===== src/rtl/opl_dims_pkg.sv =====
// mixer dimensions: data widths, bank sizes and the host register map
package opl_dims_pkg;

    // bank size
    localparam int NUM_CHANNELS = 9; // two-operator channels
    localparam int NUM_OPERATORS = 18; // two per channel

    // datapath widths
    localparam int OP_OUT_WIDTH = 13; // signed operator result
    localparam int SAMPLE_WIDTH = 16; // signed output sample
    localparam int ACC_WIDTH = 18; // 9 channels of 2x full operator range

    // output clamp limits
    localparam int SAMPLE_MAX = 2**(SAMPLE_WIDTH - 1) - 1;
    localparam int SAMPLE_MIN = -(2**(SAMPLE_WIDTH - 1));

    // host bus
    localparam int REG_ADDR_WIDTH = 4; // word address
    localparam int REG_DATA_WIDTH = 8;

    // register map: one control byte per channel, words 0 to 8
    localparam logic [REG_ADDR_WIDTH-1:0] REG_CTRL_BASE = 4'd0;
    localparam logic [REG_ADDR_WIDTH-1:0] REG_CTRL_LAST = 4'(NUM_CHANNELS - 1);

    // bit positions within a channel control byte
    localparam int CTRL_CNT_BIT = 0; // 1 = additive, 0 = fm
    localparam int CTRL_LEFT_BIT = 4; // left output enable
    localparam int CTRL_RIGHT_BIT = 5; // right output enable

    // operator layout of the bank
    localparam int OPS_PER_GROUP = 3; // channels per operator group
    localparam int SECOND_OP_OFFSET = 3; // second operator sits 3 above first

    // index widths derived from the counts
    localparam int CH_NUM_WIDTH = $clog2(NUM_CHANNELS);
    localparam int OP_NUM_WIDTH = $clog2(NUM_OPERATORS);

endpackage


===== src/rtl/opl_types_pkg.sv =====
// shared record types of the mixer: bus writes, operator results, samples, fsm states
package opl_types_pkg;

    // one register write from the host port, valid for a single cycle
    typedef struct packed {
        logic valid;
        logic [opl_dims_pkg::REG_ADDR_WIDTH-1:0] address;
        logic [opl_dims_pkg::REG_DATA_WIDTH-1:0] data;
    } reg_wr_t;

    // one operator result from the external engine
    typedef struct packed {
        logic valid;
        logic [opl_dims_pkg::OP_NUM_WIDTH-1:0] op_num;
        logic signed [opl_dims_pkg::OP_OUT_WIDTH-1:0] op_out;
    } operator_out_t;

    // clamped stereo output
    typedef struct packed {
        logic signed [opl_dims_pkg::SAMPLE_WIDTH-1:0] left;
        logic signed [opl_dims_pkg::SAMPLE_WIDTH-1:0] right;
    } stereo_sample_t;

    // channel walk of the mixer
    typedef enum logic [2:0] {
        IDLE, // waiting for ops_done
        LOAD_SECOND, // address second operator
        LOAD_FIRST, // latch second, address first and control
        ACCUMULATE, // add channel into enabled sides
        DONE // clamp and publish
    } mixer_state_t;

endpackage


===== src/rtl/dual_port_ram.sv =====
// simple dual port memory with registered read, contents zeroed by reset
`timescale 1ns/1ns

module dual_port_ram #(
    parameter int WIDTH = 8,
    parameter int DEPTH = 16
) (
    input logic clk,
    input logic rst_n,
    input logic we,
    input logic [$clog2(DEPTH)-1:0] waddr,
    input logic [WIDTH-1:0] wdata,
    input logic [$clog2(DEPTH)-1:0] raddr,
    output logic [WIDTH-1:0] rdata
);

    logic [WIDTH-1:0] mem [DEPTH];

    always_ff @(posedge clk or negedge rst_n) begin
        if (!rst_n) begin
            for (int i = 0; i < DEPTH; i++) begin
                mem[i] <= '0;
            end
            rdata <= '0;
        end else begin
            if (we) begin
                mem[waddr] <= wdata;
            end
            rdata <= mem[raddr]; // one cycle read latency
        end
    end

endmodule


===== src/rtl/wb_reg_port.sv =====
// wishbone classic slave turning host writes into single-cycle register write records
`timescale 1ns/1ns

module wb_reg_port (
    input logic clk,
    input logic rst_n,
    input logic cyc,
    input logic stb,
    input logic we,
    input logic [opl_dims_pkg::REG_ADDR_WIDTH-1:0] adr,
    input logic [opl_dims_pkg::REG_DATA_WIDTH-1:0] dat_w,
    output logic [opl_dims_pkg::REG_DATA_WIDTH-1:0] dat_r,
    output logic ack,
    output opl_types_pkg::reg_wr_t reg_wr
);

    logic access; // new bus cycle seen this clock
    logic wr_access;

    // ack gates itself so a held strobe completes only once
    assign access = cyc && stb && !ack;
    assign wr_access = access && we;

    // registers are write-only, reads return zero
    assign dat_r = '0;

    always_ff @(posedge clk or negedge rst_n) begin
        if (!rst_n) begin
            ack <= 1'b0;
        end else begin
            ack <= access; // one cycle, no wait states
        end
    end

    // write record lines up with the ack cycle
    always_ff @(posedge clk or negedge rst_n) begin
        if (!rst_n) begin
            reg_wr <= '0;
        end else begin
            reg_wr.valid <= wr_access;
            if (wr_access) begin
                reg_wr.address <= adr;
                reg_wr.data <= dat_w;
            end
        end
    end

endmodule


===== src/rtl/channel_mixer.sv =====
// channel mixer summing the nine channels of each operator pass into a clamped stereo sample
`timescale 1ns/1ns

module channel_mixer (
    input logic clk,
    input logic rst_n,
    input opl_types_pkg::reg_wr_t reg_wr,
    input opl_types_pkg::operator_out_t op_in,
    input logic ops_done,
    output opl_types_pkg::stereo_sample_t sample,
    output logic sample_valid
);

    // running context of one mixing pass
    typedef struct packed {
        logic [opl_dims_pkg::CH_NUM_WIDTH-1:0] channel_num;
        logic [opl_dims_pkg::OP_NUM_WIDTH-1:0] op_num; // first operator of channel
        logic signed [opl_dims_pkg::OP_OUT_WIDTH-1:0] second_out;
        logic signed [opl_dims_pkg::ACC_WIDTH-1:0] acc_l;
        logic signed [opl_dims_pkg::ACC_WIDTH-1:0] acc_r;
    } mix_ctx_t;

    opl_types_pkg::mixer_state_t state;
    opl_types_pkg::mixer_state_t next_state;
    mix_ctx_t ctx;
    mix_ctx_t next_ctx;

    logic ctrl_we;
    logic [opl_dims_pkg::REG_ADDR_WIDTH-1:0] ctrl_waddr;
    logic [opl_dims_pkg::REG_DATA_WIDTH-1:0] ctrl_byte;
    logic [opl_dims_pkg::OP_NUM_WIDTH-1:0] op_raddr;
    logic [opl_dims_pkg::OP_OUT_WIDTH-1:0] op_rdata;

    logic cnt;
    logic add_l;
    logic add_r;
    logic signed [opl_dims_pkg::OP_OUT_WIDTH:0] channel_out; // one bit of headroom
    logic latch_sample;
    logic sample_latched; // sample register loaded last cycle

    // saturate an accumulator into the sample range
    function automatic logic signed [opl_dims_pkg::SAMPLE_WIDTH-1:0] clamp(
        input logic signed [opl_dims_pkg::ACC_WIDTH-1:0] value
    );
        if (value > opl_dims_pkg::SAMPLE_MAX) begin
            return opl_dims_pkg::SAMPLE_WIDTH'(opl_dims_pkg::SAMPLE_MAX);
        end else if (value < opl_dims_pkg::SAMPLE_MIN) begin
            return opl_dims_pkg::SAMPLE_WIDTH'(opl_dims_pkg::SAMPLE_MIN);
        end
        return value[opl_dims_pkg::SAMPLE_WIDTH-1:0];
    endfunction

    // control bytes live at words 0 to 8 and other words are dropped
    assign ctrl_waddr = reg_wr.address - opl_dims_pkg::REG_CTRL_BASE;
    assign ctrl_we = reg_wr.valid
        && reg_wr.address >= opl_dims_pkg::REG_CTRL_BASE
        && reg_wr.address <= opl_dims_pkg::REG_CTRL_LAST;

    dual_port_ram #(
        .WIDTH(opl_dims_pkg::REG_DATA_WIDTH),
        .DEPTH(opl_dims_pkg::NUM_CHANNELS)
    ) ctrl_mem (
        .clk(clk),
        .rst_n(rst_n),
        .we(ctrl_we),
        .waddr(ctrl_waddr),
        .wdata(reg_wr.data),
        .raddr(ctx.channel_num), // read back in ACCUMULATE
        .rdata(ctrl_byte)
    );

    dual_port_ram #(
        .WIDTH(opl_dims_pkg::OP_OUT_WIDTH),
        .DEPTH(opl_dims_pkg::NUM_OPERATORS)
    ) op_mem (
        .clk(clk),
        .rst_n(rst_n),
        .we(op_in.valid), // engine writes are always taken
        .waddr(op_in.op_num),
        .wdata(op_in.op_out),
        .raddr(op_raddr),
        .rdata(op_rdata)
    );

    // second operator is read first and held while the first arrives
    assign op_raddr = (state == opl_types_pkg::LOAD_SECOND)
        ? ctx.op_num + opl_dims_pkg::OP_NUM_WIDTH'(opl_dims_pkg::SECOND_OP_OFFSET)
        : ctx.op_num;

    assign cnt = ctrl_byte[opl_dims_pkg::CTRL_CNT_BIT];
    assign add_l = ctrl_byte[opl_dims_pkg::CTRL_LEFT_BIT];
    assign add_r = ctrl_byte[opl_dims_pkg::CTRL_RIGHT_BIT];

    // additive mode sums both operators and fm keeps only the carrier
    assign channel_out = cnt ? $signed(op_rdata) + ctx.second_out : ctx.second_out;

    always_comb begin
        next_state = state;
        next_ctx = ctx;
        latch_sample = 1'b0;

        case (state)
            opl_types_pkg::IDLE: begin
                if (ops_done) begin
                    next_state = opl_types_pkg::LOAD_SECOND;
                end
            end
            opl_types_pkg::LOAD_SECOND: begin
                next_state = opl_types_pkg::LOAD_FIRST; // op_mem addressed at second
            end
            opl_types_pkg::LOAD_FIRST: begin
                next_state = opl_types_pkg::ACCUMULATE;
                next_ctx.second_out = $signed(op_rdata);
            end
            opl_types_pkg::ACCUMULATE: begin
                if (add_l) begin
                    next_ctx.acc_l = ctx.acc_l + channel_out;
                end
                if (add_r) begin
                    next_ctx.acc_r = ctx.acc_r + channel_out;
                end

                if (ctx.channel_num == opl_dims_pkg::NUM_CHANNELS - 1) begin
                    next_state = opl_types_pkg::DONE;
                end else begin
                    next_state = opl_types_pkg::LOAD_SECOND;
                    next_ctx.channel_num = ctx.channel_num + 1'b1;
                    // end of a group of three skips the group's second operators
                    if (ctx.channel_num % opl_dims_pkg::OPS_PER_GROUP
                            == opl_dims_pkg::OPS_PER_GROUP - 1) begin
                        next_ctx.op_num = ctx.op_num + opl_dims_pkg::OP_NUM_WIDTH'(
                            opl_dims_pkg::SECOND_OP_OFFSET + 1);
                    end else begin
                        next_ctx.op_num = ctx.op_num + 1'b1;
                    end
                end
            end
            opl_types_pkg::DONE: begin
                next_state = opl_types_pkg::IDLE;
                next_ctx = '0; // fresh sums for the next pass
                latch_sample = 1'b1;
            end
            default: begin
                next_state = opl_types_pkg::IDLE;
            end
        endcase
    end

    always_ff @(posedge clk or negedge rst_n) begin
        if (!rst_n) begin
            state <= opl_types_pkg::IDLE;
            ctx <= '0;
        end else begin
            state <= next_state;
            ctx <= next_ctx;
        end
    end

    // sample holds until the next pass finishes
    always_ff @(posedge clk or negedge rst_n) begin
        if (!rst_n) begin
            sample <= '0;
            sample_latched <= 1'b0;
            sample_valid <= 1'b0;
        end else begin
            sample_latched <= latch_sample;
            sample_valid <= sample_latched; // flag follows the clamped sample by a cycle
            if (latch_sample) begin
                sample.left <= clamp(ctx.acc_l);
                sample.right <= clamp(ctx.acc_r);
            end
        end
    end

endmodule


===== src/rtl/opl_mix_top.sv =====
// top of the mixing stage: host register port in front of the channel mixer
`timescale 1ns/1ns

module opl_mix_top (
    input logic clk,
    input logic rst_n,

    // wishbone classic host port
    input logic cyc,
    input logic stb,
    input logic we,
    input logic [opl_dims_pkg::REG_ADDR_WIDTH-1:0] adr,
    input logic [opl_dims_pkg::REG_DATA_WIDTH-1:0] dat_w,
    output logic [opl_dims_pkg::REG_DATA_WIDTH-1:0] dat_r,
    output logic ack,

    // operator engine side
    input opl_types_pkg::operator_out_t op_in,
    input logic ops_done,

    // stereo output
    output opl_types_pkg::stereo_sample_t sample,
    output logic sample_valid
);

    opl_types_pkg::reg_wr_t reg_wr; // host write, one cycle

    wb_reg_port u_wb_reg_port (
        .clk(clk),
        .rst_n(rst_n),
        .cyc(cyc),
        .stb(stb),
        .we(we),
        .adr(adr),
        .dat_w(dat_w),
        .dat_r(dat_r),
        .ack(ack),
        .reg_wr(reg_wr)
    );

    channel_mixer u_channel_mixer (
        .clk(clk),
        .rst_n(rst_n),
        .reg_wr(reg_wr),
        .op_in(op_in),
        .ops_done(ops_done),
        .sample(sample),
        .sample_valid(sample_valid)
    );

endmodule


===== config.mk =====
export PLATFORM = sky130hd
export DESIGN_NAME = opl_mix_top
export DESIGN_NICKNAME = d
export VERILOG_FILES = /design/src/rtl/opl_dims_pkg.sv /design/src/rtl/opl_types_pkg.sv /design/src/rtl/dual_port_ram.sv /design/src/rtl/wb_reg_port.sv /design/src/rtl/channel_mixer.sv /design/src/rtl/opl_mix_top.sv
export SDC_FILE = /design/constraint.sdc
export NUM_CORES = 1
export LEC_CHECK = 0
export BUFFER_PORTS_ARGS = -buffer_cell sky130_fd_sc_hd__buf_4
export CAP_MARGIN = 20
export CORE_ASPECT_RATIO = 1.4
export CORE_UTILIZATION = 35
export DETAILED_ROUTE_END_ITERATION = 6
export GPL_TIMING_DRIVEN = 0
export HOLD_SLACK_MARGIN = 0.15
export PLACE_DENSITY = 0.56
export SYNTH_ARGS = -nofsm -noshare
export SYNTH_HDL_FRONTEND = slang
export SYNTH_SLANG_ARGS = --single-unit

===== constraint.sdc =====
create_clock -name clk -period 4.92 [get_ports clk]
set_clock_uncertainty 0.2 [all_clocks]
set_input_delay 0.246 -clock clk [delete_from_list [all_inputs] [get_ports clk]]
set_output_delay 0.246 -clock clk [all_outputs]
set_load 0.01 [all_outputs]

## After elaboration in Yosys (flattened, before gate mapping)

Cells that the tools add are included.

| operators by class | value |
|---|---|
| eq/ne operators | 10 |
| reduce and logical (&&, ||, !) cells | 14 |
| div/mod/pow operators | 1 |
| magnitude comparators | 12 |
| bitwise operators | 4 |
| $add $sub $neg | 7 |
| muxes and demuxes | 37 |

Operators by type and width:

| operator | count |
|---|---|
| $bwmux W234 | 1 |
| $mux W16 | 6 |
| $bwmux W72 | 1 |
| $pmux W36 S2 | 1 |
| $bmux W13 S5 | 1 |
| $demux W13 S5 | 1 |
| $mux W13 | 3 |
| $add A18 B14 Y18 | 2 |
| $gt A18 B16 Y1 const B | 2 |
| $lt A18 B16 Y1 const B | 2 |
| $mux W18 | 2 |
| $bmux W8 S4 | 1 |
| $demux W8 S4 | 1 |
| $eq A32 B2 Y1 const B | 1 |
| $mod A4 B2 Y32 const B | 1 |
| $pmux W13 S2 | 1 |
| $pmux W9 S2 | 1 |
| $add A13 B13 Y14 | 1 |
| $mux W14 | 1 |
| $ge A6 B6 Y1 const B | 2 |
| $mux W6 | 2 |
| $not A5 Y6 | 2 |
| $pmux W3 S4 | 1 |
| $ge A5 B5 Y1 const B | 2 |
| 24 further kinds | 46 |

| word-level totals | value |
|---|---|
| bits in registers | 434 |
| output and inout port bits | 42 |
| input bits | 37 |

## Longest topological paths before layout

Gate-level depths: netlist of the first run.

| logic depth | value |
|---|---|
| depth in word-level cells | 6 |
| gate-level depth with buffers | 17 |
| gate-level depth less buffers | 17 |

## Modules after synthesis

Synthesis of the first run repeated with hierarchy kept, for this count alone.

| unflattened totals | value |
|---|---|
| cells, all modules | 1861 |
| area, all modules | 22286.4 um^2 |

By module, submodules not included:

| module | cells an instance | area an instance (um^2) | seq. area each (um^2) | instances |
|---|---|---|---|---|
| dual_port_ram (u_channel_mixer.op_mem) | 717 | 11060.6 | 6180.9 | 1 |
| channel_mixer | 869 | 7010.5 | 2377.3 | 1 |
| dual_port_ram (u_channel_mixer.ctrl_mem) | 235 | 3585.9 | 2001.9 | 1 |
| wb_reg_port | 40 | 629.4 | 350.3 | 1 |

## Worst setup path after synthesis of the first run

OpenSTA, ideal clock, no wires.

| timing path | value |
|---|---|
| kind | register -> register |
| from | reg u_channel_mixer.op_mem.rdata[0] |
| to | reg u_channel_mixer.ctx[17] in the netlist's numbering |
| arrival | 3.799 ns |
| clock period less this slack | 4.120 ns |
| buffers on the path | 0 |
| slack | 0.800 ns |
| library setup time | 0.120 ns |
| cell stages (with the launch flop) | 17 |
| path through | dfrtp_1 -> ha_1 -> fa_1 -> a21o_1 -> a21o_1 -> a211oi_1 -> o21bai_1 -> a21oi_1 -> xnor2_1 -> mux2_2 -> ha_1 -> a21oi_1 -> o21ai_0 -> o41ai_1 -> a31oi_1 -> a211o_1 -> a41o_1 |

| on the way | value |
|---|---|
| cells in the longest elaborated chain, start to end | 5 |

Ends and longest elaborated chain:

| item | RTL line | text |
|---|---|---|
| start: declaration | dual_port_ram.sv:14 | `output logic [WIDTH-1:0] rdata` |
| start signal: assignment | dual_port_ram.sv:29 | `rdata <= mem[raddr];` |
| $add A13 B13 Y14 | channel_mixer.sv:95 | `assign channel_out = cnt ? $signed(op_rdata) + ctx.second_out : ctx.second_out;` |
| $mux W14 | channel_mixer.sv:95 |  |
| $add A18 B14 Y18 | channel_mixer.sv:120 | `next_ctx.acc_r = ctx.acc_r + channel_out;` |
| $mux W18 | channel_mixer.sv:119 | `if (add_r) begin` |
| $pmux W36 S2 | channel_mixer.sv:102 | `case (state)` |
| end signal: assignment | channel_mixer.sv:155 | `ctx <= next_ctx;` |
| end: declaration | channel_mixer.sv:25 | `mix_ctx_t ctx;` |

Every way passes these cells. The select of a mux whose other input is x is not followed.
A chain may end at the register's enable or synchronous reset.

## Worst setup path in the final report of the first run

| timing path | value |
|---|---|
| from | reg u_channel_mixer.op_mem.rdata[0] |
| to | reg u_channel_mixer.ctx[35] in the netlist's numbering |

| on the way | value |
|---|---|
| cells in the longest elaborated chain, start to end | 5 |

Ends and longest elaborated chain:

| item | RTL line | text |
|---|---|---|
| $add A13 B13 Y14 | channel_mixer.sv:95 |  |
| $mux W14 | channel_mixer.sv:95 |  |
| $add A18 B14 Y18 | channel_mixer.sv:117 | `next_ctx.acc_l = ctx.acc_l + channel_out;` |
| $mux W18 | channel_mixer.sv:116 | `if (add_l) begin` |
| $pmux W36 S2 | channel_mixer.sv:102 |  |

Every way passes these cells. The select of a mux whose other input is x is not followed.

==> results of run 1 <==
[timing repair]
action	CTS	global route
setup endpoints to repair	3	6
hold buffers	51	0
resized for setup	2	9
pin swaps	1	1
setup buffers	0	1
endpoints found under the hold margin	357	0
[power breakdown]
group	switching [mW]	internal, mW
Sequential	0.539	3.93
Clock	1.34	1.79
Combinational	3.99	2.56
[critical path, stage by stage (launching register included)]
cell and delay [ns]:
dfrtp_1 0.40, ha_1 0.26, fa_1 0.43, a21o_1 0.17, a21o_1 0.21, a211oi_1 0.32
o21bai_1 0.18, a31oi_2 0.34, nand4b_1 0.13, o211ai_1 0.10, buf_4 0.20, ha_1 0.32
nand2_1 0.12, o21a_1 0.14, and3_1 0.15, a21oi_1 0.10, a221oi_1 0.36, mux2i_1 0.29
mux2i_1 0.20
[final cells by class]
cell class | count | area share, %
repair buffers | 120 | 4.78
multi-input cells | 1376 | 41.8
well taps | 728 | 3.91
plain buffers | 128 | 2.36
flip-flops and latches | 381 | 40.9
inverters | 29 | 0.467
clock buffers | 60 | 5.23
clock inverters | 13 | 0.564
[per-stage QoR]
stage	total power, mW	hold WS (ns)
final	14.1	0.172
after floorplan	8.91	-0.250
after global routing	15.2	0.201
after CTS	14.2	0.200
after detailed placement	11.0	0.0596
after global placement	10.8	0.198
[final timing paths]
path	cells past startpoint	endpoint
max	18	u_channel_mixer.ctx[35]$_DFFE_PN0P_
min	0	u_channel_mixer.sample_valid$_DFF_PN0_
max reg2reg	18	u_channel_mixer.ctx[35]$_DFFE_PN0P_
min reg2reg	0	u_channel_mixer.sample_valid$_DFF_PN0_
max in group asynchronous	6	u_channel_mixer.op_mem.mem[60]$_DFFE_PN0P_
min in group asynchronous	4	u_channel_mixer.sample_valid$_DFF_PN0_
[cells in the final DEF, fill, tap and decap left out, types with 23 or more instances in the layout]
| master | n |
|---|---|
| inv_1 | 27 |
| mux2_2 | 270 |
| nand3_1 | 111 |
| buf_1 | 23 |
| nor2_1 | 113 |
| o21ai_0 | 113 |
| nand2_1 | 303 |
| clkbuf_16 | 42 |
| clkbuf_1 | 81 |
| dfrtp_1 | 381 |
| buf_4 | 77 |
| a21oi_1 | 32 |
| ha_1 | 55 |
| dlygate4sd3_1 | 50 |
| mux2i_1 | 62 |
[registers in the layout, summed over array words and instances, names as in the netlist, 3 cells and up]
name	cells
u_channel_mixer.ctrl_mem.rdata	3
u_channel_mixer.ctx	58
u_channel_mixer.state	3
u_channel_mixer.ctrl_mem.mem	27
u_channel_mixer.op_mem.mem	234
u_channel_mixer.sample	32
u_wb_reg_port.reg_wr	8
u_channel_mixer.op_mem.rdata	13
[kinds of logic after synthesis]
group / share of synthesized area [%]
AND/OR/NAND/NOR: 14.3
XOR/XNOR: 1.58
buffers and inverters: 3.32
adder cells (fa/ha/maj): 3.90
flip-flops: 48.0
AO/OA/AOI/OAI: 9.92
other: 0.0189
multiplexers: 19.0
[routing by layer]
metal / track usage (%) / up-vias
met5: 0 / -
met2: 34.6 / 288
met3: 2.65 / 97
met4: 7.37 / 0
li1: - / 7087
met1: 20.3 / 7244
==> results.py, run 1 <==
metrics = {
    "routing": {
        "ant_nets": 0,
        "wl_met3_um": 1710,
        "top_layer": "met4",
        "drcViolationCount": 0,
        "wirelength_um": 52100,
        "num_vias": 14700,
        "vias_per_cell": 5.19,
        "met1Wirelength_um": 20500,
        "drtPass1Iterations": 5,
        "drt_iter0_markers": 631,
        "wl_per_cell_um": 18.4,
        "wl_met2_um": 28000,
    },
    "cts": {
        "htree_levels": 2,
        "clk_path_buf_depth": 3,
        "clkSinkCount": 381,
        "insertion_delay_ns": 0.59,
        "tritoncts": "done",
        "cts-root-buf": "clkbuf_16",
        "cts_made_buffers": 42,
        "path_clk_slew_ns": 0.06,
    },
    "timing": {
        "slew_viol_final": 0,
        "setup_tns_ns": 0,
        "fin_crit_ns": 4.68,
        "worst_pin_slew_ns": 0.974,
        "final-setup-viol-count": 0,
        "post-route-period-util_pct": 95.2,
        "fmax_ghz": 0.214,
        "worst_slack_ns": 0.237,
        "finalHoldViolations": 0,
        "slew_headroom_pct": 34.7,
    },
    "setup_path": {
        "cp.arrival_ns": 4.98,
        "worstPathRequired_ns": 5.22,
        "reg2reg_setup_slack_ns": 0.24,
        "crit_start": "u_channel_mixer.op_mem.rdata[0]$_DFF_PN0_",
        "crit_path_max_fanout": 7,
        "end_kind": "flop",
        "critical_path_class": "reg2reg",
        "r2r-start": "u_channel_mixer.op_mem.rdata[0]$_DFF_PN0_",
        "cp-start-kind": "flop",
    },
    "yosys": {
        "seq_area_frac_synth_pct": 48.0,
        "ys_types": 72,
        "synth_top_cell_by_area": "dfrtp_1",
        "ys_top_cells_by_area": "dfrtp_1, mux2_2, nand2_1",
        "netlist_area_mm2": 0.0198,
        "yosys.area.top_type_share_pct": 48.0,
        "yosys-top-cells-count": "dfrtp_1, nand2_1, mux2_2, o21ai_0, nor2_1",
        "synthArstFlopShare_pct": 100,
        "ys.flop_type": "dfrtp_1",
        "ys_seq_elements": 381,
        "synth_area_per_cell_um2": 10.4,
        "ys_warn_count": 0,
        "synth_cells": 1907,
        "yosysMostFrequentCell": "dfrtp_1",
        "synth-edff-count": 0,
    },
    "global_routing": {
        "antenna_found_initial": 0,
        "overflow": 0,
        "grt_pass1_wl_um": 83600,
        "grt_usage_pct": 18.4,
        "grt_pass1_vias": 15300,
        "grt_max_degree": 118,
    },
    "layout": {
        "area_delta_synth_final_pct": 17.5,
        "stdcell_area_mm2": 0.0233,
        "multi_input_area_mm2": 0.00974,
        "seq_area_mm2": 0.00953,
        "nets": 2175,
        "fillCellCount": 5386,
        "antenna_cells": 0,
        "fin_util_pct": 41.9,
        "instances_no_fill": 2835,
        "drive_gt1_share_pct": 22.0,
    },
    "die": {
        "ios": 79,
        "core_mm2": 0.0556,
        "dieArea_mm2": 0.0577,
        "die_y_um": 284,
        "die_w_um": 203,
        "start_util_pct": 35.7,
        "num_rows": 102,
    },
    "placement": {
        "dpl.cell_count": 2710,
        "gp_congestion": 0.857,
        "pre_cts_slack_ns": -0.0988,
        "dpl_cell_area_mm2": 0.0214,
        "hpwlAfterDp_um": 38200,
        "port_buffers": 65,
    },
    "outcome": {
        "status": "finished, final reports clean",
    },
    "power": {
        "power.leakage_nw": 10.5,
        "vdd_drop_max_uv": 311,
        "power_density_mw_per_mm2": 607,
    },
    "min_path": {
        "hold_path.startpoint": "u_channel_mixer.sample_latched$_DFF_PN0_",
        "hp-class": "reg2reg",
    },
    "flow_run": {
        "drv_cap": 0,
    },
}
(Power assumes the default switching activity.)
==> inputs of run 2 (changes only) <==
==> constraint.sdc (replaced) <==
create_clock -name clk -period 4.92 [get_ports clk]
set_clock_uncertainty 0.2 [all_clocks]
set_input_delay 0.738 -clock clk [delete_from_list [all_inputs] [get_ports clk]]
set_output_delay 0.738 -clock clk [all_outputs]
set_load 0.01 [all_outputs]
==> run 2 against run 1 <==
  * Count of clock-buffer cells in the layout unchanged
  * Maximum frequency rose by 0.30%
  * Flip-flop and latch count unchanged
  * Worst setup slack better by 0.014 ns
  * Worst hold slack worse by 0.00066 ns
  * Die area unchanged
  * Sequential power about the same
  * First-iteration DRC count is 4.9% higher
  * Combinational power barely moved
  * Design area fell by 1.9%
  * Largest power group unchanged
==> results.py, run 2 (synthesis gave the netlist of run 1 again) <==
metrics = {
    "cts": {
        "path_clk_slew_ns": 0.06,
        "tritoncts": "done",
        "htree_levels": 2,
        "insertion_delay_ns": 0.59,
        "cts_made_buffers": 42,
        "cts-root-buf": "clkbuf_16",
        "clk_path_buf_depth": 3,
        "clkSinkCount": 381,
    },
    "min_path": {
        "hp-class": "reg2reg",
    },
    "global_routing": {
        "overflow": 0,
        "grt_usage_pct": 18.2,
        "grt_pass1_wl_um": 82900,
        "antenna_found_initial": 0,
        "grt_pass1_vias": 15100,
        "grt_max_degree": 118,
    },
    "layout": {
        "drive_gt1_share_pct": 22.4,
        "area_delta_synth_final_pct": 15.2,
        "top_register": "u_channel_mixer.op_mem.mem",
        "final_common_cell": "dfrtp_1",
        "instances_no_fill": 2792,
        "fin_util_pct": 41.1,
        "antenna_cells": 0,
        "largest_register_ffs": 234,
        "reg_top3": "u_channel_mixer.op_mem.mem x234, u_channel_mixer.ctx x58, u_channel_mixer.sample x32",
        "final_cell_mix": "dfrtp_1, nand2_1, mux2_2, o21ai_0, nor2_1",
        "nets": 2132,
    },
    "routing": {
        "vias_per_cell": 5.19,
        "num_vias": 14500,
        "ant_nets": 0,
        "drtPass1Iterations": 4,
        "drt_iter0_markers": 662,
        "wirelength_um": 51700,
        "drcViolationCount": 0,
        "wl_per_cell_um": 18.5,
    },
    "power": {
        "power_density_mw_per_mm2": 617,
        "power.leakage_nw": 10.4,
        "vdd_drop_max_uv": 311,
    },
    "placement": {
        "dpl.cell_count": 2710,
        "hpwlAfterDp_um": 38200,
        "port_buffers": 65,
        "gp_congestion": 0.857,
    },
    "flow_run": {
        "drv_cap": 0,
    },
    "timing": {
        "slew_headroom_pct": 33.8,
        "finalHoldViolations": 0,
        "worst_pin_slew_ns": 0.986,
        "fmax_ghz": 0.214,
        "fin_crit_ns": 4.67,
        "post-route-period-util_pct": 94.9,
        "final-setup-viol-count": 0,
        "slew_viol_final": 0,
    },
    "setup_path": {
        "path_cells": "ha_1, fa_1, a21o_1, a21o_1, a211oi_1, o21bai_1, a31oi_2, nand4b_1, o211ai_1, buf_4, ha_1, nand2_1, o21a_1, and3_1, a21oi_1, a221oi_1, mux2i_1, mux2i_1",
        "critical_path_class": "reg2reg",
        "cp_slowest_cell": "fa_1",
        "slowest_delay_ns": 0.43,
        "crit_path_max_fanout": 7,
        "end_kind": "flop",
        "cp-start-kind": "flop",
        "cp.arrival_ns": 4.97,
        "worstPathRequired_ns": 5.22,
    },
    "die": {
        "ios": 79,
        "num_rows": 102,
        "die_w_um": 203,
        "die_y_um": 284,
        "dieArea_mm2": 0.0577,
        "core_mm2": 0.0556,
        "start_util_pct": 35.7,
    },
    "outcome": {
        "status": "finished, final reports clean",
    },
}
-- run 2: cell types whose count changed in the layout (fill, tap and decap cells not counted) --
cell / previous run / this run
dlygate4sd3_1: 50 / 8
buf_16: 4 / 3
-- run 2: final timing paths --
kind,from,endpoint,slack (ns),cells after the start
max in group asynchronous,rst_n,u_channel_mixer.op_mem.mem[61]$_DFFE_PN0P_,2.09,5
min,u_channel_mixer.sample_latched$_DFF_PN0_,u_channel_mixer.sample_valid$_DFF_PN0_,0.17,0
max reg2reg,u_channel_mixer.op_mem.rdata[0]$_DFF_PN0_,u_channel_mixer.ctx[35]$_DFFE_PN0P_,0.25,18
max,u_channel_mixer.op_mem.rdata[0]$_DFF_PN0_,u_channel_mixer.ctx[35]$_DFFE_PN0P_,0.25,18
min reg2reg,u_channel_mixer.sample_latched$_DFF_PN0_,u_channel_mixer.sample_valid$_DFF_PN0_,0.17,0
min in group asynchronous,rst_n,u_channel_mixer.sample_valid$_DFF_PN0_,0.49,2
-- run 2: area by class of cell --
| class | count | area, um2 |
|---|---|---|
| flip-flops and latches | 381 | 9530 |
| fillers | 5414 | 32800 |
| plain buffers | 128 | 551 |
| repair buffers | 77 | 666 |
| clock buffers | 60 | 1220 |
| clock inverters | 13 | 131 |
| well taps | 728 | 911 |
| inverters | 29 | 109 |
| multi-input cells | 1376 | 9740 |
-- run 2: per-stage QoR --
step	cell area, um2	TNS, ns	hold WS (ns)	power (mW)	setup WS (ns)
after global routing	22900	-0.000489	0.190	15.1	-0.000489
final	22900	0	0.172	14.1	0.251
after global placement	21300	-302.69	0.198	10.8	-0.877
after detailed placement	21400	-0.133	0.193	11.0	-0.0988
after CTS	22800	0	0.173	14.2	0.0120
after floorplan	19900	0	0.131	8.91	0.800
-- run 2: repair_timing --
action                     CTS  global route
gates resized for setup      2             9
hold buffers                 8             0
buffers inserted             0             1
pin swaps                    1             1
setup endpoints to repair    3             6
hold endpoints to repair    80             0
-- run 2: where the power goes --
group	internal [mW]	leakage (nW)	total [mW]	switching, mW
clock network	1.79	0.675	3.13	1.34
registers	3.93	4.93	4.47	0.538
logic	2.53	4.76	6.52	3.99
total	8.25	10.4	14.1	5.87
-- run 2: routing by layer --
| metal | vias to the layer above | part of all wire [%] | global-route usage, % |
|---|---|---|---|
| met1 | 7141 | 39 | 20.2 |
| met3 | 94 | 3.1 | 2.66 |
| met5 | - | 0 | 0 |
| met2 | 263 | 54 | 34.2 |
| met4 | 0 | 3.8 | 7.31 |
| li1 | 6991 | - | - |
-- run 2: critical path, delay by kind of cell (launching register included) --
kind,cells,cell delay [ns]
compound gates,9,1.90
fa+ha+maj,3,1.01
simple gates,3,0.40
flops,1,0.40
mux,2,0.49
buf+inv,1,0.19
==> inputs of run 3 (changes only) <==
--- a/config.mk
+++ b/config.mk
@@ -15,4 +15,5 @@
 export PLACE_DENSITY = 0.56
 export SYNTH_ARGS = -nofsm -noshare
 export SYNTH_HDL_FRONTEND = slang
+export SYNTH_HIERARCHICAL = 1
 export SYNTH_SLANG_ARGS = --single-unit
==> run 3 against run 2 <==
  * Combinational power decreased by 5.5%
  * Count of clock-buffer cells in the layout decreased by 2
  * Maximum frequency decreased by 1.2%
  * Worst hold slack got worse by 0.024 ns
  * Critical endpoint is now u_channel_mixer/ctx[35]$_DFFE_PN0P_
==> results.py, run 3 <==
metrics = {
    "outcome": {
        "status": "finished, final reports clean",
    },
    "routing": {
        "drtPass1Iterations": 5,
        "drt_iter0_markers": 615,
        "num_vias": 13700,
        "drcViolationCount": 0,
        "wl_per_cell_um": 19.0,
        "wirelength_um": 49600,
        "ant_nets": 0,
        "vias_per_cell": 5.24,
    },
    "setup_path": {
        "path_cells": "ha_2, fa_2, a21o_1, a21oi_2, o21bai_1, a21oi_2, o21bai_2, a211oi_2, xnor2_1, a21o_2, ha_4, a21o_1, or3_1, a311o_1, a41oi_2, nor2b_2, and3_2, a2111oi_4, nor3_1",
        "r2r_cells": 19,
        "crit_path_max_fanout": 5,
        "worstPathRequired_ns": 5.14,
        "cp_slowest_cell": "dfrtp_1",
        "crit_family": "compound AO/OA/AOI/OAI gates",
        "cp.depth": 19,
        "slowest_delay_ns": 0.40,
        "cp.arrival_ns": 4.95,
        "cp-start-kind": "flop",
        "crit_buf_inv": 0,
        "end_kind": "flop",
        "critical_path_class": "reg2reg",
    },
    "layout": {
        "largest_register_ffs": 234,
        "final_common_cell": "dfrtp_1",
        "area_delta_synth_final_pct": 15.2,
        "fillCellCount": 5403,
        "antenna_cells": 0,
        "final_cell_mix": "dfrtp_1, mux2_2, nand2_1, o21ai_0, nor2_1",
        "reg_top3": "u_channel_mixer/op_mem/mem x234, u_channel_mixer/ctx x58, u_channel_mixer/sample x32",
        "fin_util_pct": 40.8,
        "top_register": "u_channel_mixer/op_mem/mem",
        "nets": 1944,
        "drive_gt1_share_pct": 30.0,
    },
    "min_path": {
        "hold_depth": 0,
        "hp-class": "reg2reg",
    },
    "power": {
        "power_density_mw_per_mm2": 595,
        "power_mw": 13.7,
        "power.leakage_nw": 10.5,
        "vdd_drop_max_uv": 358,
    },
    "timing": {
        "slew_headroom_pct": 23.7,
        "post-route-period-util_pct": 96.0,
        "fmax_ghz": 0.212,
        "finalHoldViolations": 0,
        "worst_slack_ns": 0.194,
        "fin_crit_ns": 4.73,
        "slew_viol_final": 0,
        "final-setup-viol-count": 0,
        "worst_pin_slew_ns": 1.14,
    },
    "die": {
        "die_y_um": 285,
        "die_w_um": 204,
        "ios": 79,
        "core_mm2": 0.0564,
        "num_rows": 103,
        "start_util_pct": 35.4,
        "dieArea_mm2": 0.0581,
    },
    "yosys": {
        "ys_warn_count": 6,
        "synth_area_per_cell_um2": 11.6,
        "synth_cells": 1721,
        "netlist_area_mm2": 0.0200,
    },
    "global_routing": {
        "grt_pass1_wl_um": 79800,
        "grt_pass1_vias": 14500,
        "grt_usage_pct": 17.5,
        "antenna_found_initial": 0,
        "overflow": 0,
        "grt_max_degree": 120,
    },
    "cts": {
        "path_clk_slew_ns": 0.06,
        "cts_made_buffers": 41,
        "clkSinkCount": 381,
        "cts-root-buf": "clkbuf_16",
        "clk_path_buf_depth": 3,
        "insertion_delay_ns": 0.56,
        "tritoncts": "done",
        "htree_levels": 2,
    },
    "placement": {
        "hpwlAfterDp_um": 36300,
        "port_buffers": 65,
        "gp_congestion": 0.826,
        "pre_cts_slack_ns": -0.335,
    },
    "flow_run": {
        "drv_cap": 0,
    },
}
[run 3: per-stage QoR]
stage	instance area [um2]	setup TNS, ns	cells	hold WS, ns
2_1_floorplan	20000	0	1728	0.131
3_3_place_gp	21400	-278.72	2528	0.133
3_5_place_dp	21600	-0.490	2533	0.137
4_1_cts	23000	0	2607	0.150
5_1_grt	23100	-0.00572	2610	0.154
6_report	23100	0	2610	0.148
[run 3: what timing repair did]
action	4_1_cts	5_1_grt
hold buffers	1	0
hold endpoints to repair	86	0
setup endpoints to repair	2	2
gates resized for setup	8	12
setup buffers	2	3
pin swaps	3	9
[run 3: worst reg2reg max path: stages, from the launching register on]
cell and delay (ns):
dfrtp_1 0.40, ha_2 0.22, fa_2 0.36, a21o_1 0.21
a21oi_2 0.15, o21bai_1 0.10, a21oi_2 0.21, o21bai_2 0.12
a211oi_2 0.24, xnor2_1 0.10, a21o_2 0.28, ha_4 0.25
a21o_1 0.19, or3_1 0.31, a311o_1 0.31, a41oi_2 0.24
nor2b_2 0.09, and3_2 0.25, a2111oi_4 0.27, nor3_1 0.08
[run 3: path summary, 6_finish.rpt]
check,startpoint,endpoint,slack [ns]
worst min-delay path,u_channel_mixer/sample_latched$_DFF_PN0_,u_channel_mixer/sample_valid$_DFF_PN0_,0.15
worst min register to register,u_channel_mixer/sample_latched$_DFF_PN0_,u_channel_mixer/sample_valid$_DFF_PN0_,0.15
worst max register to register,u_channel_mixer/ctx[36]$_DFFE_PN0P_,u_channel_mixer/ctx[35]$_DFFE_PN0P_,0.19
max in group asynchronous,rst_n,u_channel_mixer/op_mem/mem[34]$_DFFE_PN0P_,2.61
min in group asynchronous,rst_n,u_channel_mixer/op_mem/mem[116]$_DFFE_PN0P_,0.56
worst max-delay path,u_channel_mixer/ctx[36]$_DFFE_PN0P_,u_channel_mixer/ctx[35]$_DFFE_PN0P_,0.19
[run 3: layout make-up]
class	count	area, um2	area share (%)
multi-input cells	1188	9880	42.9
inverters	37	139	0.602
well taps	735	920	3.99
repair buffers	76	651	2.82
plain buffers	122	572	2.48
clock buffers	58	1200	5.22
clock inverters	13	153	0.662
flip-flops and latches	381	9530	41.4
[run 3: routing by layer]
layer,track usage [%],share of wire (%)
met5,0,0
met3,2.38,3.0
met4,7.37,3.8
met2,32.5,54
met1,19.8,39
[run 3: power by group]
part	switching (mW)	internal, mW	leakage (nW)
combinational	3.41	2.75	4.88
clock	1.27	1.86	0.665
sequential	0.556	3.88	4.95
